$ cat config.mk
export PLATFORM = sky130hd
export DESIGN_NAME = qspinor_regs
export DESIGN_NICKNAME = d
export VERILOG_FILES = /design/src/hw/qspinor_bus_pkg.sv /design/src/hw/qspinor_flash_pkg.sv /design/src/hw/qspinor_regs.sv
export VERILOG_INCLUDE_DIRS = /design/src /design/src/hw
export SDC_FILE = /design/constraint.sdc
export NUM_CORES = 1
export LEC_CHECK = 0
export BUFFER_PORTS_ARGS = -buffer_cell sky130_fd_sc_hd__buf_2
export CELL_PAD_IN_SITES_DETAIL_PLACEMENT = 0
export CELL_PAD_IN_SITES_GLOBAL_PLACEMENT = 1
export CORE_ASPECT_RATIO = 1.4
export CORE_MARGIN = 2
export CORE_UTILIZATION = 31
export CTS_CLUSTER_SIZE = 28
export DETAILED_ROUTE_END_ITERATION = 8
export HOLD_SLACK_MARGIN = 0.03
export PLACE_DENSITY_LB_ADDON = 0.08
export SLEW_MARGIN = 20
export SYNTH_ARGS = -nofsm -noshare
export SYNTH_HDL_FRONTEND = slang
export SYNTH_SLANG_ARGS = --single-unit
export TNS_END_PERCENT = 50
$ cat constraint.sdc
create_clock -name clk -period 10.6 [get_ports clk]
set_clock_uncertainty 0.1 [all_clocks]
set_input_delay 2.12 -clock clk [delete_from_list [all_inputs] [get_ports clk]]
set_output_delay 2.12 -clock clk [all_outputs]
set_load 0.1 [all_outputs]
$ cat src/hw/qspinor_params.svh
`ifndef QSPINOR_PARAMS_SVH
`define QSPINOR_PARAMS_SVH

// flash address width seen on the bus
`define QSPINOR_ABW     24
`define QSPINOR_LANES   4  // io0..io3

// control space offsets
`define REG_CFG_OFS     3'd0
`define REG_STAT_OFS    3'd6

// config register fields
`define CFG_QUAD_BIT    0
`define CFG_DUMMY_LSB   4
`define CFG_DUMMY_MSB   7
`define CFG_CMD_LSB     8
`define CFG_CMD_MSB     15

// status register fields
`define STAT_BUSY_BIT   7

`define CMD_RESET_VAL   8'h03  // plain 1-1-1 read

`endif

$ cat src/hw/qspinor_bus_pkg.sv
`include "qspinor_params.svh"

package qspinor_bus_pkg;

    typedef logic [31:0] bus_data_t;

    // byte address into flash space
    typedef logic [`QSPINOR_ABW-1:0] bus_addr_t;

    // control space offset, low bits of addr
    typedef logic [2:0] reg_ofs_t;

    typedef logic [1:0] acc_t;

    // access size codes
    parameter acc_t ACC_1B = 2'd0;
    parameter acc_t ACC_2B = 2'd1;
    parameter acc_t ACC_4B = 2'd2;

endpackage

$ cat src/hw/qspinor_flash_pkg.sv
`include "qspinor_params.svh"

package qspinor_flash_pkg;

    // read sequence, one pass per bus read
    typedef enum logic [1:0] {
        IDLE,
        SEND,   // command + address out
        DUMMY,
        RECV    // data in
    } read_state_t;

    typedef logic [7:0] bit_idx_t;  // bit position or dummy cycles left

    typedef logic [7:0] flash_cmd_t;

    typedef logic [3:0] dummy_t;

    typedef logic [`QSPINOR_LANES-1:0] lanes_t;

endpackage

$ cat src/hw/qspinor_regs.sv
`timescale 1ns/1ps
`include "qspinor_params.svh"

module qspinor_regs (
    input  logic                          clk,
    input  logic                          rstn,
    input  logic                          req,
    input  logic                          wr_b,
    input  logic                          ctrl_sel,
    input  qspinor_bus_pkg::acc_t         acc,
    input  qspinor_bus_pkg::bus_addr_t    addr,
    input  qspinor_bus_pkg::bus_data_t    wdata,
    input  logic                          busy,
    input  logic                          done,
    input  qspinor_bus_pkg::bus_data_t    rx_word,
    output logic                          resp,
    output qspinor_bus_pkg::bus_data_t    rdata,
    output logic                          fault,
    output logic                          start,
    output logic                          quad_en,
    output qspinor_flash_pkg::dummy_t     dummy,
    output qspinor_flash_pkg::flash_cmd_t cmd,
    output qspinor_bus_pkg::bus_addr_t    read_addr,
    output qspinor_bus_pkg::acc_t         read_acc
);
    qspinor_bus_pkg::reg_ofs_t  ofs;
    qspinor_bus_pkg::bus_data_t cfg_word;
    qspinor_bus_pkg::bus_data_t stat_word;
    qspinor_bus_pkg::bus_data_t reg_rdata;
    logic                       is_cfg;
    logic                       is_stat;
    logic                       bad_wr;
    logic                       bad_ofs;
    logic                       bad_size;
    logic                       reg_ok;
    logic                       reg_resp;

    assign ofs     = addr[2:0];
    assign is_cfg  = (ofs == `REG_CFG_OFS);
    assign is_stat = (ofs == `REG_STAT_OFS);

    // flash space and status are read only
    assign bad_wr   = wr_b && (!ctrl_sel || is_stat);
    assign bad_ofs  = ctrl_sel && !is_cfg && !is_stat;
    assign bad_size = ctrl_sel && ((is_cfg && acc != qspinor_bus_pkg::ACC_2B) ||
                                   (is_stat && acc != qspinor_bus_pkg::ACC_1B));

    assign fault  = req && (bad_wr || bad_ofs || bad_size || busy);
    assign reg_ok = req && ctrl_sel && !fault;
    assign start  = req && !ctrl_sel && !fault;

    always_comb begin
        cfg_word = '0;
        cfg_word[`CFG_QUAD_BIT]                 = quad_en;
        cfg_word[`CFG_DUMMY_MSB:`CFG_DUMMY_LSB] = dummy;
        cfg_word[`CFG_CMD_MSB:`CFG_CMD_LSB]     = cmd;
        stat_word = '0;
        stat_word[`STAT_BUSY_BIT] = busy;
    end

    always_ff @(posedge clk) begin
        if (!rstn) begin
            quad_en <= 1'b0;
            dummy   <= '0;
            cmd     <= `CMD_RESET_VAL;
        end else if (reg_ok && wr_b && is_cfg) begin
            quad_en <= wdata[`CFG_QUAD_BIT];
            dummy   <= wdata[`CFG_DUMMY_MSB:`CFG_DUMMY_LSB];
            cmd     <= wdata[`CFG_CMD_MSB:`CFG_CMD_LSB];
        end
    end

    // register answers one cycle after req
    always_ff @(posedge clk) begin
        if (!rstn) begin
            reg_resp <= 1'b0;
        end else begin
            reg_resp <= reg_ok;
        end
    end

    always_ff @(posedge clk) begin
        if (reg_ok) begin
            reg_rdata <= wr_b ? '0 : (is_stat ? stat_word : cfg_word);
        end
    end

    // read target, held for the whole flash transfer
    always_ff @(posedge clk) begin
        if (start) begin
            read_addr <= addr;
            read_acc  <= acc;
        end
    end

    assign resp  = reg_resp | done;
    assign rdata = done ? rx_word : reg_rdata;

    a_resp_fault: assert property (@(posedge clk) disable iff (!rstn) !(resp && fault));

endmodule

# == Word level (Yosys, flattened, before mapping) ==
# Index checks and enable logic that the tools add are counted.
# word_totals
ram_bits,0
output_inout_bits,74
input_bits,97
register_bits,72
latchBits,0
wordCells,38
rom_bits,0
mem_count,0
# classes
order_cmp,0
muxes,2
eq_ne,2
n_reduce_logical,25
shifts,0
add_sub_neg,0
div_mod_pow,0
bitwise_logic,1
n_mul,0
# ops
op,count
32-bit 2-to-1 mux,1
1-bit logical AND,13
8-bit 2-to-1 mux,1
1-bit logical OR,5
1-bit logical NOT,4
3-bit equality test (second input constant),1
3-bit logical NOT,1
2-bit by 1-bit != test with 1-bit output (second input constant),1
2-bit nonzero test,1
2-bit OR reduction,1
1-bit bitwise OR,1

# == Logic depth before layout (Yosys ltp) ==
# depth
word_depth,12
mapped_depth,5
ltp_nobuf,3

# == Worst setup path after synthesis ==
# OpenSTA, ideal clock, no wires.
# synth_timing
kind,input to output
start,input busy
end,output start
arrival_time_ps,7942
setup_slack_ps,438
path_stages,1
required_ps,8380
path_cell_list,nor4b_1
# synth_via
elab_chain_cells,4
# synth_lines
item,line_no,rtl
"start, declared",qspinor_regs.sv:13,"input logic busy,"
1-bit logical OR,qspinor_regs.sv:48,assign fault = req && (bad_wr || bad_ofs || bad_size || busy);
1-bit logical AND,qspinor_regs.sv:48,
1-bit logical NOT,qspinor_regs.sv:50,assign start = req && !ctrl_sel && !fault;
1-bit logical AND,qspinor_regs.sv:50,
"end, declared",qspinor_regs.sv:19,"output logic start,"
# Every way passes these cells.

# == Worst setup path after layout ==
# layout_timing
start,input addr[1]
end,output fault
# layout_via
elab_chain_cells,8
# layout_lines
item,line_no,rtl
"start, declared",qspinor_regs.sv:11,"input qspinor_bus_pkg::bus_addr_t addr,"
3-bit logical NOT (no line),-,
1-bit logical NOT,qspinor_regs.sv:44,assign bad_ofs = ctrl_sel && !is_cfg && !is_stat;
1-bit logical AND (2 in series),qspinor_regs.sv:44,
1-bit logical OR,qspinor_regs.sv:48,
1-bit logical OR (*) (2 in series),qspinor_regs.sv:48,
1-bit logical AND (*),qspinor_regs.sv:48,
"end, declared",qspinor_regs.sv:18,"output logic fault,"
# Mark *: on every way between the ends. The rest lies on a longest branch, timed or not.

==> metrics list <==
- The clock passes through at most 2 buffers.
- Maximum number of pins on one net before global-route repair: 34
* Leakage power: around 0.0015 uW
* Diode insertion count for antenna repair: 0
- The number of hold-slack violations in the final timing report was 0.
* Final-layout fill cell count: 725
- Average vias per placed instance: about 4.3
- Area of the die: approximately 0.0081 mm^2
- The detailed router placed around 1800 vias in this run.
* Max Slew Vio Count: 0
* Endpoint type of the worst setup path: output pin
- Starting utilization of the core area: 0.317
* Comb pwr share: 0.235
- Of the total power, the clock network draws 0.315.
- The die is between 70 and 80 um wide.
- Critical path launch point type: input port
- Total wire length: ~5500 um
* Highest clock rate: ~0.18 GHz
- Dividing total power by cell area gives a power density of approximately 150 mW/mm^2.
- Post-CTS setup repair buffer count: 0
- Once detail routing completed, the nets flagged for antenna violations numbered 0.
- Leading cell types by total area after synthesis: edfxtp_1, dfxtp_1, and2_1, mux2_2, mux2i_1
- Post-synthesis instance area: 0.00230 mm^2
- Chip Height: between 100 and 150 um
- Area grow syn2layout: 41.8%
- The share of synthesized area in the top cell type comes to 0.508.
* Max-cap violations: 0
* Total GRT Usage: 0.132
* Num CTS Buffers: 5
* Transition time at the pin with the least slew margin: 1.02 ns
- First-pass GRT wire length: between 8000 and 9000 um
- Worst min path class: register to register
- Average wire length per cell after detail routing: approximately 13 um
* Distinct cell type count of the synthesized netlist: 28
- At the worst endpoint, the arrival time is between 3 and 4 ns.
- The tree is rooted in a clkbuf_8.
* Switching share of power: 0.316
- Clock-pin slew was measured on the worst setup and hold paths at approximately 0.090 ns.
- Number of buffer cells added on primary ports: between 150 and 200
- CTS tree: done
* Switching Power: 159 uW
* Number of design rule violations left after detail routing: 0
* Standard-cell row count: 37
- Average size of a mapped cell: 13.7 um^2
- In this run the standard cell core region covers 0.00727 mm^2.
- In this run the tightest slew margin relative to its limit is 0.317.
- Type of the worst setup path: input port to output pin
* Hold_buf cts: 0
- Final critical-path setup slack: 4.89 ns
* Unrepaired setup endpoints after global routing: no
* Resized Gates After CTS: 0
- In the final layout, the share of cells above drive strength 1 is 0.571.
- Of all nets on the critical path, the largest fanout is 7.
- Data on the critical path is required at its endpoint by about 8.4 ns.
- Biggest area consumer among synthesized cells: edfxtp_1
- Final-layout setup total negative slack: 0 ns
- Post-Place Worst Slack: between 4 and 5 ns
- The H-tree generated during clock tree synthesis spans 2 levels.
- Post-synthesis sequential area ratio: 0.630
- The clock reaches the later pin of the worst-skew pair after roughly 0.30 ns.
- Via count of the first global-routing pass: 1717
- Fin crit share: 0.538
* Synth warn: 0
- After synthesis the netlist holds a flip-flop and latch count of between 50 and 60.
- Layout Nets: 415
- Maximum VDD drop: approximately 52 uV
* Total clock sinks: 53
* Number of search-and-repair iterations in the first detailed-routing pass: 4
- Of the total power, registers draw 0.450.
* Gate count of the mapped netlist: between 150 and 200
- Internal power comes to 344 uW.
- Gr ovfl total: 0
- about 170 I/O pins were placed.
- The run finished with clean final reports.
- Synthesis produced a netlist with a net count of 265.
- Time the worst path needs with I/O delays and setup: roughly 5.7 ns
- Number of antenna violations at the first check in global routing: 0
- DRC violation total after the first TritonRoute iteration: between 60 and 70
* Routability-driven placement congestion ratio: slightly above 0.7
* Setup violation total in the final timing report: 0
* Post-DP HPWL: 4340 um
* Final core area utilization: 0.449
-- layout by cell type (no fill, tap or decap), drive strengths merged, types with 2 or more instances in the layout --
| master | synthesis | final |
|---|---|---|
| buf | 4 | 153 |
| edfxtp | 39 | 39 |
| and2 | 31 | 31 |
| nand2 | 22 | 22 |
| mux2i | 14 | 14 |
| dfxtp | 14 | 14 |
| mux2 | 13 | 13 |
| clkbuf | 6 | 5 |
| and2b | 4 | 4 |
| nor4b | 3 | 3 |
| nor2 | 2 | 2 |
| inv | 2 | 2 |
| xor2 | 2 | 2 |
| bufinv | 0 | 2 |
| nor3 | 2 | 2 |
| nand3b | 2 | 2 |
-- final timing paths --
kind,to,slack (ns),cells after the start,startpoint
worst min register to register,cmd[4],0.37,2,cmd[4]
worst max register to register,reg_rdata[7],9.74,2,dummy[3]
worst min-delay path,cmd[4],0.37,2,cmd[4]
worst max-delay path,fault,4.89,5,addr[1]
-- cells in the mapped netlist (all sizes together) --
master,instances
a2111oi,1
a211oi,1
and2,31
and2b,4
buf,4
clkbuf,6
dfxtp,14
edfxtp,39
inv,2
mux2,13
mux2i,14
nand2,22
nand3b,2
nand4bb,1
nor2,2
nor2b,1
nor3,2
nor4,1
nor4b,3
nor4bb,1
o31a,1
or2,1
xor2,2
-- layout make-up --
cell class | count | area, um^2 | area share
sequential | 53 | 1450 | 0.444
inverter | 2 | 7.51 | 0.00230
multi-input combinational | 103 | 777 | 0.238
clock buffer | 5 | 68.8 | 0.0211
tap | 97 | 121 | 0.0372
clock inverter | 3 | 65.1 | 0.0199
timing repair buffer | 153 | 774 | 0.237
-- metrics by stage --
stage | power (uW) | hold slack, ns | std cells | instance area, um^2
after global routing | 520 | 0.384 | 416 | 3270
after floorplan | 324 | 0.787 | 168 | 2300
after global placement | 349 | 0.350 | 407 | 3120
after CTS | 509 | 0.374 | 416 | 3270
final | 502 | 0.369 | 416 | 3270
after detailed placement | 350 | 0.356 | 408 | 3130
-- worst max-delay path, cell delays in order --
cell and delay [ns]:
buf_2 0.16, xor2_1 0.18, a2111oi_0 0.42, o31a_1 0.18, buf_2 0.42
-- flip-flops by register name, summed over array words and instances (netlist names) --
signal,count
cmd,8
quad_en,1
reg_rdata,13
dummy,4
read_acc,2
reg_resp,1
read_addr,24
-- routing by layer --
metal	vias up	routed length, um	track usage
li1	887	-	-
met1	806	2070	0.145
met2	97	2830	0.236
met3	7	558	0.0467
met4	0	55	0.0390
met5	-	0	0
-- cells by family (layout without fill, tap and decap cells) --
group                  Yosys count  in the layout  synth area share
AO/OA/AOI/OAI                    3              3            0.0109
XOR/XNOR                         2              2           0.00761
buffers and inverters           12            163            0.0375
flip-flops                      53             53             0.630
multiplexers                    27             27             0.124
AND/OR/NAND/NOR                 71             71             0.190
-- power groups by stage --
stage	clock (uW)	combinational, uW	sequential (uW)
finish	158	118	226
global route	171	123	226
CTS	164	119	226
detailed placement	0	119	231
global placement	0	118	231
floorplan	0	70.1	254
No activity file was read; power rests on OpenSTA's default activity.
