`src/hw/qspinor_params.svh`:
```
`ifndef QSPINOR_PARAMS_SVH
`define QSPINOR_PARAMS_SVH

// flash address width seen on the bus
`define QSPINOR_ABW     24
`define QSPINOR_LANES   4  // io0..io3

// control space offsets
`define REG_CFG_OFS     3'd0
`define REG_STAT_OFS    3'd6

// config register fields
`define CFG_QUAD_BIT    0
`define CFG_DUMMY_LSB   4
`define CFG_DUMMY_MSB   7
`define CFG_CMD_LSB     8
`define CFG_CMD_MSB     15

// status register fields
`define STAT_BUSY_BIT   7

`define CMD_RESET_VAL   8'h03  // plain 1-1-1 read

`endif

```
`src/hw/qspinor_bus_pkg.sv`:
```
`include "qspinor_params.svh"

package qspinor_bus_pkg;

    typedef logic [31:0] bus_data_t;

    // byte address into flash space
    typedef logic [`QSPINOR_ABW-1:0] bus_addr_t;

    // control space offset, low bits of addr
    typedef logic [2:0] reg_ofs_t;

    typedef logic [1:0] acc_t;

    // access size codes
    parameter acc_t ACC_1B = 2'd0;
    parameter acc_t ACC_2B = 2'd1;
    parameter acc_t ACC_4B = 2'd2;

endpackage

```
`src/hw/qspinor_flash_pkg.sv`:
```
`include "qspinor_params.svh"

package qspinor_flash_pkg;

    // read sequence, one pass per bus read
    typedef enum logic [1:0] {
        IDLE,
        SEND,   // command + address out
        DUMMY,
        RECV    // data in
    } read_state_t;

    typedef logic [7:0] bit_idx_t;  // bit position or dummy cycles left

    typedef logic [7:0] flash_cmd_t;

    typedef logic [3:0] dummy_t;

    typedef logic [`QSPINOR_LANES-1:0] lanes_t;

endpackage

```
`src/hw/qspinor_read_fsm.sv`:
```
`timescale 1ns/1ps

module qspinor_read_fsm (
    input  logic                           clk,
    input  logic                           rstn,
    input  logic                           start,
    input  logic                           quad_en,
    input  qspinor_flash_pkg::dummy_t      dummy,
    input  qspinor_bus_pkg::acc_t          read_acc,
    input  logic                           cnt_zero,
    output logic                           busy,
    output logic                           done,
    output logic                           csb,
    output logic                           sck,
    output qspinor_flash_pkg::lanes_t      dir,
    output qspinor_flash_pkg::read_state_t state,
    output logic                           load,
    output qspinor_flash_pkg::bit_idx_t    load_val,
    output logic                           dec,
    output logic                           sample
);
    logic                        quad_q;
    qspinor_flash_pkg::dummy_t   dummy_q;
    qspinor_flash_pkg::bit_idx_t step;
    qspinor_flash_pkg::bit_idx_t data_bits;
    logic                        step_end;
    logic                        last_step;

    // quad_q is not valid yet in the start cycle
    assign step = ((state == qspinor_flash_pkg::IDLE) ? quad_en : quad_q) ? 8'd4 : 8'd1;

    always_comb begin
        case (read_acc)
            qspinor_bus_pkg::ACC_1B: data_bits = 8'd8;
            qspinor_bus_pkg::ACC_2B: data_bits = 8'd16;
            default:                 data_bits = 8'd32;
        endcase
    end

    assign step_end  = !csb && sck;  // second clock of a bit step
    assign last_step = step_end && cnt_zero;
    assign dec       = step_end && !cnt_zero;
    assign sample    = (state == qspinor_flash_pkg::RECV) && !sck;  // sck rises next edge
    assign busy      = !csb;

    always_comb begin
        load     = 1'b0;
        load_val = '0;
        case (state)
            qspinor_flash_pkg::IDLE: begin
                load     = start;
                load_val = 8'd32 - step;  // top bit of cmd+addr
            end
            qspinor_flash_pkg::SEND: begin
                load     = last_step;
                load_val = (dummy_q != '0) ? {4'd0, dummy_q} - 8'd1 : data_bits - step;
            end
            qspinor_flash_pkg::DUMMY: begin
                load     = last_step;
                load_val = data_bits - step;
            end
            default: ;
        endcase
    end

    always_ff @(posedge clk) begin
        if (start) begin
            quad_q  <= quad_en;
            dummy_q <= dummy;
        end
    end

    always_ff @(posedge clk) begin
        if (!rstn) begin
            state <= qspinor_flash_pkg::IDLE;
            csb   <= 1'b1;
            sck   <= 1'b0;
            dir   <= '0;
            done  <= 1'b0;
        end else begin
            done <= 1'b0;
            case (state)
                qspinor_flash_pkg::IDLE: begin
                    sck <= 1'b0;
                    if (start) begin
                        state <= qspinor_flash_pkg::SEND;
                        csb   <= 1'b0;
                        dir   <= quad_en ? 4'hf : 4'h1;
                    end
                end
                qspinor_flash_pkg::SEND: begin
                    sck <= ~sck;
                    if (last_step) begin
                        dir   <= '0;  // release for turnaround
                        state <= (dummy_q != '0) ? qspinor_flash_pkg::DUMMY
                                                 : qspinor_flash_pkg::RECV;
                    end
                end
                qspinor_flash_pkg::DUMMY: begin
                    sck <= ~sck;
                    if (last_step) begin
                        state <= qspinor_flash_pkg::RECV;
                    end
                end
                default: begin
                    sck <= ~sck;
                    if (last_step) begin
                        state <= qspinor_flash_pkg::IDLE;
                        csb   <= 1'b1;
                        done  <= 1'b1;
                    end
                end
            endcase
        end
    end

    a_sck_idle: assert property (@(posedge clk) disable iff (!rstn) csb |-> !sck);
    a_start_idle: assert property (@(posedge clk) disable iff (!rstn)
        start |-> state == qspinor_flash_pkg::IDLE);

endmodule

```
`config.mk`:
```
export PLATFORM = sky130hd
export DESIGN_NAME = qspinor_read_fsm
export DESIGN_NICKNAME = d
export VERILOG_FILES = /design/src/hw/qspinor_bus_pkg.sv /design/src/hw/qspinor_flash_pkg.sv /design/src/hw/qspinor_read_fsm.sv
export VERILOG_INCLUDE_DIRS = /design/src /design/src/hw
export SDC_FILE = /design/constraint.sdc
export NUM_CORES = 1
export LEC_CHECK = 0
export ABC_AREA = 1
export BUFFER_PORTS_ARGS = -buffer_cell sky130_fd_sc_hd__buf_2
export CAP_MARGIN = 10
export CORE_MARGIN = 4
export CORE_UTILIZATION = 52
export CTS_BUF_LIST = sky130_fd_sc_hd__clkbuf_2 sky130_fd_sc_hd__clkbuf_4 sky130_fd_sc_hd__clkbuf_8
export CTS_CLUSTER_DIAMETER = 60
export CTS_CLUSTER_SIZE = 14
export DETAILED_ROUTE_END_ITERATION = 12
export GPL_ROUTABILITY_DRIVEN = 1
export GPL_TIMING_DRIVEN = 1
export PLACE_DENSITY_LB_ADDON = 0.12
export SYNTH_ARGS = -nofsm -noshare
export SYNTH_HDL_FRONTEND = slang
export SYNTH_SLANG_ARGS = --single-unit
```
`constraint.sdc`:
```
create_clock -name clk -period 3.84 [get_ports clk]
set_input_delay 0.384 -clock clk [delete_from_list [all_inputs] [get_ports clk]]
set_output_delay 0.384 -clock clk [all_outputs]
set_load 0.005 [all_outputs]
```
# Word-level counts from Yosys, hierarchy flattened
# Cells that the tools add are included.
word_totals:
  input_bits: 11
  reg_bits: 14
  output_inout_bits: 21
  elab_cells: 58
classes:
  bitwise_logic: 3
  n_mux: 20
  reduce_logical: 18
  eq_ne: 7
  addsub: 3
op_table:
  columns: ["op", "n"]
  rows:
  - ["one-hot mux 8 bit (3 select lines)", 1]
  - ["two-way mux 4 bit", 3]
  - ["one-hot mux 6 bit (2 select lines)", 1]
  - ["two-way mux 2 bit", 4]
  - ["two-way mux 8 bit", 1]
  - ["one-hot mux 4 bit (2 select lines)", 1]
  - ["subtractor 8 x 3 -> 8 bit", 1]
  - ["subtractor 6 x 3 -> 7 bit, first input constant", 1]
  - ["!= test 2 bit, second input constant", 3]
  - ["one-hot mux 2 bit (3 select lines)", 1]
  - ["AND reduction 3 bit", 2]
  - ["two-way mux 1 bit", 5]
  - ["subtractor 4 x 1 -> 5 bit, second input constant", 1]
  - ["equality test 2 x 1 -> 1 bit, second input constant", 2]
  - ["equality test 2 bit, second input constant", 2]
  - ["logical AND 1 bit", 4]
  - ["zero test 2 bit", 2]
  - ["one-hot mux 1 bit (2 select lines)", 2]
  - ["AND reduction 4 bit", 1]
  - ["nonzero test 2 bit", 2]
  - ["nonzero test 4 bit", 1]
  - ["OR reduction 2 bit", 2]
  - ["OR reduction 4 bit", 1]
  - ["zero test 1 bit", 3]
  - ["other kinds (2)", 4]

# Depth between registers and ports, before layout
logic_depth:
  ltp_word: 6
  ltp_mapped: 8
  ltp_nobuf: 8

# Worst setup path before layout
# Ideal clock, no wire load.
synth_path:
  path_type: "register to output"
  start: "register state[0]"
  end: "output port load_val[0]"
  stages_incl_launch_ff: 7
  setup_slack_ps: 2194
  required_ps: 3456
  t_arrival_ps: 1262
  n_path_buf: 0
  cell_sequence: "dfxtp_1 -> inv_1 -> ha_1 -> nand2_1 -> nand2_1 -> or2_0 -> a21oi_1"
synth_via:
  elab_chain_cells: 6
  elab_cells_between_ends: 9
  cone_classes: "add/sub (2); eq/ne (2); mux (4); reduce/logical (1)"
synth_lines:
  columns: ["element", "line", "rtl"]
  rows:
  - ["from (decl)", "qspinor_read_fsm.sv:16", "output qspinor_flash_pkg::read_state_t state,"]
  - ["from (signal assigned)", "qspinor_read_fsm.sv:75", "state <= qspinor_flash_pkg::IDLE;"]
  - ["from (signal assigned)", "qspinor_read_fsm.sv:86", "state <= qspinor_flash_pkg::SEND;"]
  - ["from (signal assigned)", "qspinor_read_fsm.sv:95", "state <= (dummy_q != '0) ? qspinor_flash_pkg::DUMMY"]
  - ["zero test 2 bit", "qspinor_read_fsm.sv:30, qspinor_read_fsm.sv:49", null]
  - ["two-way mux 1 bit", "qspinor_read_fsm.sv:30", "assign step = ((state == qspinor_flash_pkg::IDLE) ? quad_en : quad_q) ? 8'd4 : 8'd1;"]
  - ["two-way mux 3 bit", "qspinor_read_fsm.sv:30", null]
  - ["subtractor 8 x 3 -> 8 bit", "qspinor_read_fsm.sv:56, qspinor_read_fsm.sv:60", null]
  - ["two-way mux 8 bit", "qspinor_read_fsm.sv:56", "load_val = (dummy_q != '0) ? {4'd0, dummy_q} - 8'd1 : data_bits - step;"]
  - ["one-hot mux 8 bit (3 select lines) *", "qspinor_read_fsm.sv:49", "case (state)"]
  - ["to (decl)", "qspinor_read_fsm.sv:18", "output qspinor_flash_pkg::bit_idx_t load_val,"]
# Mark *: on every way between the ends. The rest lies on a longest branch, timed or not.

# Final worst setup path
layout_path:
  start: "register state[1]"
  end: "output port load_val[1]"
# The elaborated chain is that of the path after synthesis.

==> impl_results.md <==
* Largest net degree at the start of global routing at 9
* Rows at 13
* CP endpoint kind: primary output
* Worst VDD drop at 0.491 mV
* Unrepaired setup endpoints after global routing: no
* Required @ worst endpoint at about 3500 ps
* HP Start: dummy[1]
* Mean Syn Cell Area at about 7 um2
* Setup slack, reg-to-reg at 2370 ps
* Leading cell type in the layout, fill and taps excluded: buf_2
* R2r startpoint: state[0]
* Final hold vios at 0
* Setup CP Type: register to primary output
* GP Congestion at ~0.82
* ANT cells at 0
* Skew-Pair Late Insertion Delay at roughly 280 ps
* WL final at around 1.7 mm
* Drt drc at 0
* Commonest non-fill, non-tap cells in the layout: 28 x buf_2, 23 x nand2_1, 17 x inv_1, 11 x nor2_1
* Status: finished, final reports clean
* Die width at approximately 46 um
* R2R cell count at 8
* Maxcap violations at 0
* Reg area at ~290 um2
* Worst hold stages at 1
* Startpoint types: register
* Critical path cell sequence: inv_1 -> ha_1 -> inv_2 -> nand2_1 -> nand2_1 -> or2_0 -> a21oi_1 -> buf_2
* CP max stage cell: dfxtp_1
* Final setup skew at 7.84 ps
* First-pass GRT wire length at between 2 and 3 mm
* Final net count at roughly 150
* Clock-pin slew on the worst setup and hold paths at 70 ps
* DR vias/cell at 5.01
* TritonCTS Buffers at 3
* Cells after Synth at about 110
* Die area at around 0.0022 mm2
* Final Max Tran Viols at 0
* Tmin final at 2210 ps
* Register area share after synthesis at a little under two fifths
* Starting DRT DRC Count at 11
* Area Growth Syn to Fin at 21.5%
* Io pins at 32
* Root buf cell: clkbuf_4
* Most used cell, CP: nand2_1
* Fmax at 0.452 GHz
* DR vias at between 700 and 800
* Synthesized flop and latch total at 12
* Multi-input combinational cell area at around 380 um2
* DR WL/cell at between 10 and 15 um
* Post-Syn Area at around 770 um2
* Initial DRT Pass Iterations at 4
* Vias in the first global route at approximately 660
* GRT Residual Overflow at 0
* CP max stage delay at approximately 350 ps
* Setup TNS at 0 ps
* Post-CTS Resized at 0
* Power per cell area at a little under 700 mW/mm2
* TritonCTS clock tree: done
* Initial core utilization at between 50% and 60%
* Initial antenna violation count at 0
* Clk sinks at 12
* Post-CTS setup buffer count at 0
* Total chip power at approximately 0.65 mW
* H-tree levels at 1
* Share of cells above drive strength 1 at 25.0%
* Worst Path Arrival at about 1800 ps
* Lkg Pwr at between 0.5 and 0.6 nW
* Fillers at 126
* Worst Setup SP: state[1]
* Die Y at ~46 um
* Yosys cell types at 17
* Area of the core at 0.00135 mm2
* Maximum fanout along the worst path at 7
* FF-to-FF End: state[0]
* Post-CTS Hold Buffers at 0
* Hpwl dp at ~1.4 mm
* CTS Buffer Depth at 2
* Final Setup Violations at 0
* Period utilization at 57.6%
* Hold endpoint: dummy_q[1]
* Yosys Warn Count at 0
* Port bufs at 28
* Detail Route Antenna Nets at 0
* Aggregate global-route resource usage at 18.7%
* Tightest Hold Check Type: input port to register
## metrics by stage
| stage | instances | hold WS [ps] | utilization (%) | instance area (um2) | setup WS [ps] |
|---|---|---|---|---|---|
| final | 151 | 281 | 69.1 | 933 | 1630 |
| after global routing | 151 | 264 | 69.1 | 933 | 1460 |
| after CTS | 151 | 278 | 69.1 | 933 | 1640 |
| after detailed placement | 147 | 450 | 66.5 | 897 | 1950 |
| after global placement | 147 | 447 | 66.5 | 897 | 2070 |
| after floorplan | 109 | 455 | - | 776 | 2190 |
## cell families (layout without fill, tap and decap cells)
group                      count (synthesis)  count (layout)  share of synthesized area [%]
buffers and inverters                     23              50                           13.7
other                                      1               3                          0.488
adders and majority gates                  6               6                           9.77
and+or+nand+nor                           49              49                           27.0
AOI/OAI and AO/OA                         16              16                           11.2
DFF                                       12              12                           37.8
## worst max-delay path by stage
stage	to	slack, ps	cells past startpoint
after floorplan	load_val[0]	2190	6
after global placement	load_val[1]	2070	8
after detailed placement	load_val[1]	1950	8
after CTS	load_val[1]	1640	8
after global routing	load_val[1]	1460	8
final	load_val[1]	1630	8
## critical path, delay by kind of cell, from the launching register on
| family | cells | cell delay, ps |
|---|---|---|
| and+or+nand+nor | 3 | 380 |
| AOI/OAI and AO/OA | 1 | 150 |
| DFF | 1 | 350 |
| adders and majority gates | 1 | 310 |
| buffers and inverters | 3 | 360 |
## cell type report
class,instances,area share (%)
Multi-Input combinational cell,74,40.8
Sequential cell,12,31.1
Timing Repair Buffer,28,15.0
Inverter,18,7.24
Clock buffer,4,3.89
Tap cell,15,2.01
## registers in the layout (all words and copies together), names as in the netlist
| name | count |
|---|---|
| state | 2 |
| dir | 2 |
| sck | 1 |
| dummy_q | 4 |
| done | 1 |
| quad_q | 1 |
| csb | 1 |
## cells in the mapped netlist
cell type,count,area [um2]
nand2_1,23,86.3
inv_1,17,63.8
nor2_1,11,41.3
a21oi_1,10,50.1
nand3_1,10,50.1
dfxtp_1,7,140
ha_1,6,75.1
buf_4,5,37.5
edfxtp_1,5,150
o21ai_0,4,20.0
nand4_1,2,12.5
or2_0,2,12.5
conb_1,1,3.75
inv_2,1,3.75
nor3_1,1,5.00
o21ai_2,1,8.76
o21bai_1,1,7.51
## layer usage
metal / part of all wire [%] / routed length [um] / track usage (%) / vias up
li1: - / - / - / 392
met1: 44 / 766 / 22.5 / 324
met2: 43 / 746 / 27.7 / 32
met3: 8.7 / 151 / 5.47 / 9
met4: 3.9 / 68 / 13.6 / 0
met5: 0 / 0 / 0 / -
## where the power goes
part / internal [mW] / total (mW) / leakage, nW / switching [mW]
registers: 0.162 / 0.188 / 0.107 / 0.0261
logic: 0.151 / 0.357 / 0.384 / 0.206
clock network: 0.0577 / 0.102 / 0.0210 / 0.0444
Power figures use the tool's default switching activity.
