**config.mk**
```make
export PLATFORM = sky130hd
export DESIGN_NAME = qspinor_bit_counter
export DESIGN_NICKNAME = d
export VERILOG_FILES = /design/src/hw/qspinor_flash_pkg.sv /design/src/hw/qspinor_bit_counter.sv
export VERILOG_INCLUDE_DIRS = /design/src /design/src/hw
export SDC_FILE = /design/constraint.sdc
export NUM_CORES = 1
export LEC_CHECK = 0
export ABC_AREA = 1
export BUFFER_PORTS_ARGS = -buffer_cell sky130_fd_sc_hd__buf_4
export CAP_MARGIN = 20
export CORE_AREA = 8 8 53 55
export CTS_CLUSTER_SIZE = 40
export DETAILED_ROUTE_END_ITERATION = 12
export DIE_AREA = 0 0 61 63
export GPL_ROUTABILITY_DRIVEN = 0
export SLEW_MARGIN = 20
export SYNTH_ARGS = -nofsm -noshare
export SYNTH_HDL_FRONTEND = slang
export SYNTH_SLANG_ARGS = --single-unit
```
**constraint.sdc**
```tcl
create_clock -name clk -period 1.68 [get_ports clk]
set_input_delay 0.168 -clock clk [delete_from_list [all_inputs] [get_ports clk]]
set_output_delay 0.168 -clock clk [all_outputs]
set_load 0.05 [all_outputs]
```
**src/hw/qspinor_params.svh**
```systemverilog
`ifndef QSPINOR_PARAMS_SVH
`define QSPINOR_PARAMS_SVH

// flash address width seen on the bus
`define QSPINOR_ABW     24
`define QSPINOR_LANES   4  // io0..io3

// control space offsets
`define REG_CFG_OFS     3'd0
`define REG_STAT_OFS    3'd6

// config register fields
`define CFG_QUAD_BIT    0
`define CFG_DUMMY_LSB   4
`define CFG_DUMMY_MSB   7
`define CFG_CMD_LSB     8
`define CFG_CMD_MSB     15

// status register fields
`define STAT_BUSY_BIT   7

`define CMD_RESET_VAL   8'h03  // plain 1-1-1 read

`endif

```
**src/hw/qspinor_flash_pkg.sv**
```systemverilog
`include "qspinor_params.svh"

package qspinor_flash_pkg;

    // read sequence, one pass per bus read
    typedef enum logic [1:0] {
        IDLE,
        SEND,   // command + address out
        DUMMY,
        RECV    // data in
    } read_state_t;

    typedef logic [7:0] bit_idx_t;  // bit position or dummy cycles left

    typedef logic [7:0] flash_cmd_t;

    typedef logic [3:0] dummy_t;

    typedef logic [`QSPINOR_LANES-1:0] lanes_t;

endpackage

```
**src/hw/qspinor_bit_counter.sv**
```systemverilog
`timescale 1ns/1ps

module qspinor_bit_counter (
    input  logic                        clk,
    input  logic                        rstn,
    input  logic                        load,
    input  qspinor_flash_pkg::bit_idx_t load_val,
    input  logic                        dec,
    input  logic                        quad,
    output qspinor_flash_pkg::bit_idx_t count,
    output logic                        cnt_zero
);
    qspinor_flash_pkg::bit_idx_t step;

    // four bits per step on all lanes, otherwise one
    assign step = quad ? 8'd4 : 8'd1;

    always_ff @(posedge clk) begin
        if (!rstn) begin
            count <= '0;
        end else if (load) begin
            count <= load_val;
        end else if (dec) begin
            count <= count - step;
        end
    end

    assign cnt_zero = (count == '0);

    a_no_underflow: assert property (@(posedge clk) disable iff (!rstn) dec |-> count >= step);

endmodule

```
# Word-level counts from Yosys, hierarchy flattened

Index checks and enable logic that the tools add are counted.
W data, S select, Z words.

$add $sub $neg: 1
Mux-type cells: 3
Reduce and logical (&&, ||, !) cells: 2

Operators with widths:

| cell               | number |
|---|---|
| $mux W8            | 2 |
| $logic_not A8 Y1   | 1 |
| $sub A8 B3 Y8      | 1 |
| $mux W3            | 1 |
| $reduce_bool A2 Y1 | 1 |

Register bits after elaboration: 8
Output and inout port bits: 9
Logic and storage cells: 7

# Depth between registers and ports, before layout

Gate-level depths: netlist of the first run.

Depth after elaboration: 4
Mapped depth: 9
Mapped depth without buffers: 9

# Least setup slack after synthesis of the first run

No wires, ideal clock.

Path type: register to output
Start: register count[3]
End: output cnt_zero
Arrival: 2.268 ns
Required time: 1.512 ns
Slack: -0.756 ns
Stages on the path, launching flop included: 4
Cell sequence: dfxtp_1 > nor2_1 > nand3_1 > nor4_1

Cells in the longest elaborated chain, start to end: 1

Ends and longest elaborated chain:

| what                   | line                      | text |
|---|---|---|
| start, declared        | qspinor_bit_counter.sv:10 | `output qspinor_flash_pkg::bit_idx_t count,` |
| start signal, assigned | qspinor_bit_counter.sv:22 | `count <= load_val;` |
| start signal, assigned | qspinor_bit_counter.sv:24 | `count <= count - step;` |
| $logic_not A8 Y1       | qspinor_bit_counter.sv:28 | `assign cnt_zero = (count == '0);` |
| end, declared          | qspinor_bit_counter.sv:11 | `output logic cnt_zero` |

Every way passes these cells.

# Worst setup path after layout of the first run

Ends and elaborated chain as after synthesis.

==> flow_metrics.py, run 1 <==
metrics = {
    "die": {
        "row_count": 17,
        "pin_count": 22,
        "start_util_pct": 27.3,
        "die_y_um": 63,
        "fp.dieW_um": 61,
        "fp.coreArea_sq_um": 2060,
        "dieArea_sq_um": 3840,
    },
    "setup_path": {
        "r2r_start": "count[0]",
        "worstSetupPathType": "flop to primary output",
        "critPathLaunchType": "flop",
        "cp-end-kind": "primary output",
        "cp.required_ps": 1510,
        "r2r_cells": 9,
        "crit_fanout": 7,
        "crit_arrival_ps": 1380,
        "r2r_end": "count[4]",
        "regToRegSetupSlack_ps": 230,
    },
    "hold_path": {
        "min_from": "rstn",
        "min_path_cells": 3,
        "holdPathEnd": "count[7]",
        "hp-class": "input pin to flop",
    },
    "final_layout": {
        "n_antenna_cell": 0,
        "design_area_sq_um": 782,
        "final_core_util_pct": 37.9,
        "nNetsFinal": 129,
        "area_growth_pct": 38.9,
        "drive_above_1_share_pct": 30.6,
        "largest_reg_flops": 8,
        "largest_register": "count",
        "top_regs": "count x8",
    },
    "sta": {
        "final_critical_path_setup_slack_ps": 129,
        "fin_crit_ps": 1550,
        "worstMarginPinSlew_ps": 302,
        "fmax_mhz": 645,
        "finClkSkew_ps": 1.67,
        "rsz0062_at_grt": "false",
        "relSlewSlack_pct": 79.8,
        "setup-violations-final": 0,
        "slew_violations": 0,
        "whs_ps": 125,
        "hold_viol_final": 0,
        "fin_crit_sh_pct": 92.3,
    },
    "clock_tree": {
        "ctsHoldBuffers": 0,
        "worstSkewPairLatency_ps": 260,
        "cts_sinks": 8,
        "cts_resized": 0,
        "htreeDepth": 1,
        "cts-root-buf": "clkbuf_4",
        "clk_pin_slew_ps": 60,
        "post_cts_buffers": 0,
        "cts-buffers-inserted": 3,
        "cts_buffer_depth": 2,
        "cts_tree": "yes",
    },
    "detailed_routing": {
        "wirelength_mm": 1.47,
        "vias": 639,
        "drt_iter0_markers": 18,
        "antenna_left": 0,
        "drc": 0,
        "wl_per_cell_um": 10.6,
        "dr.pass1.iters": 4,
        "avgViaCountPerCell": 4.60,
    },
    "synth": {
        "synth-edff-count": 0,
        "seq_area_frac_synth_pct": 28.4,
        "synth_nets": 104,
        "syn_avg_cell_area_sq_um": 6.40,
        "synth_seq_cells": 8,
        "synth_cell_types": 20,
        "synth-main-ff-cell": "dfxtp_1",
        "yosys_warnings": 0,
        "syn-cell-area_sq_um": 563,
        "syn_inst": 88,
        "synth-async-reset-ratio_pct": 0,
    },
    "global_route": {
        "antenna_found_initial": 0,
        "grt_usage_pct": 8.57,
        "grt.overflow.total": 0,
        "grt_pass1_vias": 637,
        "grt_max_degree": 12,
        "grt_pass1_wl_mm": 2.58,
    },
    "power": {
        "leakagePower_nw": 0.393,
        "p_per_area_nw_per_um2": 797,
        "peakVddDrop_v": 0.000291,
    },
    "place": {
        "place_ws_ps": 254,
        "dp_hpwl_mm": 1.22,
        "placed_area_sq_um": 759,
        "io_buffers": 21,
    },
    "status": {
        "status": "completed",
    },
    "run": {
        "max-cap-violations": 0,
    },
}
-- through the flow --
stage                     TNS [ps]  cells  total power [mW]
final                            0    139             0.623
after global routing             0    139             0.671
after CTS                        0    139             0.631
after detailed placement         0    136             0.479
after global placement           0    136             0.475
after floorplan              -39.6     88             0.405
-- cell usage in the layout (no fill, tap or decap), drive strengths merged --
| cell type | synthesis | final |
|---|---|---|
| buf | 1 | 21 |
| a21oi | 6 | 6 |
| nand3 | 8 | 8 |
| a31oi | 1 | 1 |
| nor4 | 1 | 1 |
| nor3 | 1 | 1 |
| ha | 3 | 3 |
| nand2 | 21 | 21 |
| nor2 | 10 | 10 |
| o21ai | 5 | 5 |
| dfxtp | 8 | 8 |
| nand4 | 1 | 1 |
| clkbuf | 0 | 3 |
| a22oi | 4 | 4 |
| xnor2 | 1 | 1 |
| inv | 17 | 17 |
-- worst max path at each step --
stage | from | end | slack (ps)
after floorplan | count[0] | count[4] | -40
after global routing | count[3] | cnt_zero | 10
after CTS | count[3] | cnt_zero | 110
after global placement | count[0] | count[4] | 290
after detailed placement | count[0] | count[4] | 250
final | count[3] | cnt_zero | 130
-- where the power goes --
group          internal (mW)  total (mW)  leakage, nW  switching [mW]
combinational         0.0915       0.246        0.313           0.155
sequential             0.205       0.226       0.0662          0.0210
clock                 0.0820       0.151       0.0138          0.0688
-- worst max-delay path, cell delays in order, from the launching register on --
cell	delay (ps)
dfxtp_1	370
nor2_1	180
nand3_1	180
nor4_4	160
buf_4	230
-- cell usage after synthesis, types with 2 or more instances --
master | count | area share [%]
ha_1 | 3 | 6.7
nor2_1 | 8 | 5.3
a22oi_1 | 4 | 5.3
inv_1 | 13 | 8.7
nor2_2 | 2 | 2.2
nand3_1 | 7 | 6.2
dfxtp_1 | 8 | 28
a21oi_1 | 5 | 4.4
nand2_1 | 20 | 13
inv_2 | 4 | 2.7
o21ai_1 | 5 | 4.4
-- area by class of cell --
cell class	count	area, sq um
sequential	8	160
fill	244	1280
inverter	17	63.8
clock buffer	3	22.5
multi-input combinational	62	343
tap	28	35.0
timing repair buffer	21	158
-- cell families after synthesis --
kind of cell | Yosys count | synth area share [%]
AO/OA/AOI/OAI | 16 | 16.9
XOR/XNOR | 1 | 1.56
adder cells (fa/ha/maj) | 3 | 6.67
buffers and inverters | 18 | 13.3
flip-flops | 8 | 28.4
AND/OR/NAND/NOR | 42 | 33.1
-- per-layer routing --
metal | global-route usage (%) | vias up | routed length, um
li1 | - | 334 | -
met1 | 9.64 | 282 | 646
met2 | 13.4 | 18 | 693
met3 | 2.67 | 5 | 97
met4 | 5.25 | 0 | 31
met5 | 0 | - | 0
No activity file was read; power rests on OpenSTA's default activity.
==> run 2: changes to the inputs <==
--- a/config.mk
+++ b/config.mk
@@ -9,11 +9,12 @@
 export ABC_AREA = 1
 export BUFFER_PORTS_ARGS = -buffer_cell sky130_fd_sc_hd__buf_4
 export CAP_MARGIN = 20
-export CORE_AREA = 8 8 53 55
+export CORE_AREA = 8 8 45 47
 export CTS_CLUSTER_SIZE = 40
 export DETAILED_ROUTE_END_ITERATION = 12
-export DIE_AREA = 0 0 61 63
+export DIE_AREA = 0 0 53 55
 export GPL_ROUTABILITY_DRIVEN = 0
+export PLACE_DENSITY = 0.71
 export SLEW_MARGIN = 20
 export SYNTH_ARGS = -nofsm -noshare
 export SYNTH_HDL_FRONTEND = slang
==> run 2 against run 1 <==
Effect of this change: worst hold slack worse by 7.8 ps; wire length increased by 4.4%; first-iteration DRC count shrank 11%; setup slack improved by 29 ps; sequential cell count unchanged; sequential share of layout area increased by 0.40 points; maximum frequency grew 1.9%; global-route usage is 3.1 points higher; core utilization increased by 18 points; total power grew 1.6%; critical path depth unchanged.
==> flow_metrics.py, run 2 (synthesis gave the netlist of run 1 again) <==
metrics = {
    "status": {
        "status": "completed",
    },
    "power": {
        "swShare_pct": 40.1,
        "p_comb_share_pct": 39.2,
        "peakVddDrop_v": 0.000572,
        "seqPwrFrac_pct": 35.7,
        "p_per_area_nw_per_um2": 826,
        "p_sw_uw": 254,
        "pwr-share-clk_pct": 25.2,
        "leakagePower_nw": 0.393,
        "p_int_uw": 379,
    },
    "sta": {
        "rsz0062_at_grt": "false",
        "slew_violations": 0,
        "fmax_mhz": 657,
        "finClkSkew_ps": 6.32,
        "whs_ps": 117,
        "setup-violations-final": 0,
        "final_critical_path_setup_slack_ps": 158,
        "fin_setup_tns_ps": 0,
        "fin_crit_ps": 1520,
        "hold_viol_final": 0,
        "relSlewSlack_pct": 79.0,
        "fin_crit_sh_pct": 90.6,
        "worstMarginPinSlew_ps": 315,
    },
    "setup_path": {
        "cp.required_ps": 1510,
        "worstSetupPathType": "flop to primary output",
        "crit_chain": "nor2_1 -> nand3_1 -> nor4_4 -> buf_4",
        "critPathLaunchType": "flop",
        "cp-end-kind": "primary output",
        "crit_fanout": 7,
        "crit_arrival_ps": 1350,
        "cp_slowest_cell": "dfxtp_1",
        "critPathMaxStageDelay_ps": 370,
    },
    "die": {
        "pin_count": 22,
        "row_count": 14,
        "fp.dieW_um": 53,
        "die_y_um": 55,
        "fp.coreArea_sq_um": 1380,
        "dieArea_sq_um": 2920,
        "start_util_pct": 40.7,
    },
    "final_layout": {
        "layout_commonest_cell": "buf_4",
        "nFillCells": 142,
        "largest_reg_flops": 8,
        "drive_above_1_share_pct": 30.6,
        "layout.cells.non_filler": 127,
        "area_growth_pct": 36.2,
        "nNetsFinal": 129,
        "layout_common_cells": "21 x buf_4, 20 x nand2_1, 13 x inv_1, 8 x nor2_1, 8 x dfxtp_1",
        "n_antenna_cell": 0,
        "largest_register": "count",
        "top_regs": "count x8",
    },
    "global_route": {
        "grt_pass1_wl_mm": 2.56,
        "antenna_found_initial": 0,
        "grt_max_degree": 12,
        "grt_usage_pct": 11.7,
        "grt.overflow.total": 0,
        "grt_pass1_vias": 631,
    },
    "place": {
        "place_ws_ps": 250,
        "dp_hpwl_mm": 1.21,
        "place_inst": 124,
        "io_buffers": 21,
    },
    "detailed_routing": {
        "drt_iter0_markers": 16,
        "dr.pass1.iters": 4,
        "wl_met3_um": 95,
        "avgViaCountPerCell": 5.01,
        "route.met2.wl_um": 735,
        "wirelength_mm": 1.53,
        "antenna_left": 0,
        "drc": 0,
        "wl_per_cell_um": 12.1,
        "highest_layer": "met4",
        "drt-met1-wl_um": 672,
        "vias": 636,
    },
    "clock_tree": {
        "worstSkewPairLatency_ps": 260,
        "cts-buffers-inserted": 3,
        "post_cts_buffers": 0,
        "cts_buffer_depth": 2,
        "cts_resized": 0,
        "cts_sinks": 8,
        "cts-root-buf": "clkbuf_4",
        "htreeDepth": 1,
        "ctsHoldBuffers": 0,
        "clk_pin_slew_ps": 60,
        "cts_tree": "yes",
    },
    "hold_path": {
        "hp-class": "input pin to flop",
    },
    "run": {
        "max-cap-violations": 0,
    },
}
==> run 2: cell counts in the layout (fill, tap and decap cells not counted) <==
Identical to the previous run, type by type.
==> run 2: through the flow <==
step | instance area (sq um) | utilization (%) | power, mW
2_1_floorplan | 578 | - | 0.405
3_3_place_gp | 744 | 53.8 | 0.475
3_5_place_dp | 744 | 53.8 | 0.479
4_1_cts | 767 | 55.4 | 0.639
5_1_grt | 767 | 55.4 | 0.677
6_report | 767 | 55.4 | 0.633
==> run 2: critical path: cells and delay by family, from the launching register on <==
family | cells | cell delay, ps
buf+inv | 1 | 230
flops | 1 | 370
simple gates | 3 | 480
==> run 2: layer usage <==
metal	up-vias	GRT usage [%]
li1	335	-
met1	278	12.0
met2	18	20.3
met3	5	4.01
met4	0	6.47
met5	-	0
==> run 2: area by class of cell <==
class / instances / area [sq um] / share of cell area, %
multi-input cells: 62 / 343 / 44.7
flip-flops and latches: 8 / 160 / 20.9
repair buffers: 21 / 158 / 20.6
inverters: 17 / 63.8 / 8.32
clock buffers: 3 / 22.5 / 2.94
well taps: 16 / 20.0 / 2.61
==> run 2: worst paths after layout <==
kind | start | end | slack [ps] | depth (start not counted)
worst max-delay path | count[3] | cnt_zero | 160 | 4
worst min-delay path | rstn | count[7] | 120 | 3
worst max register to register | count[0] | count[4] | 240 | 9
worst min register to register | count[2] | count[2] | 580 | 2
==> run 2: power by group through the flow <==
stage / registers (mW) / logic, mW / clock network, mW
final: 0.226 / 0.248 / 0.160
after global routing: 0.228 / 0.273 / 0.175
after CTS: 0.226 / 0.249 / 0.164
after detailed placement: 0.230 / 0.249 / 0
after global placement: 0.230 / 0.245 / 0
after floorplan: 0.279 / 0.126 / 0
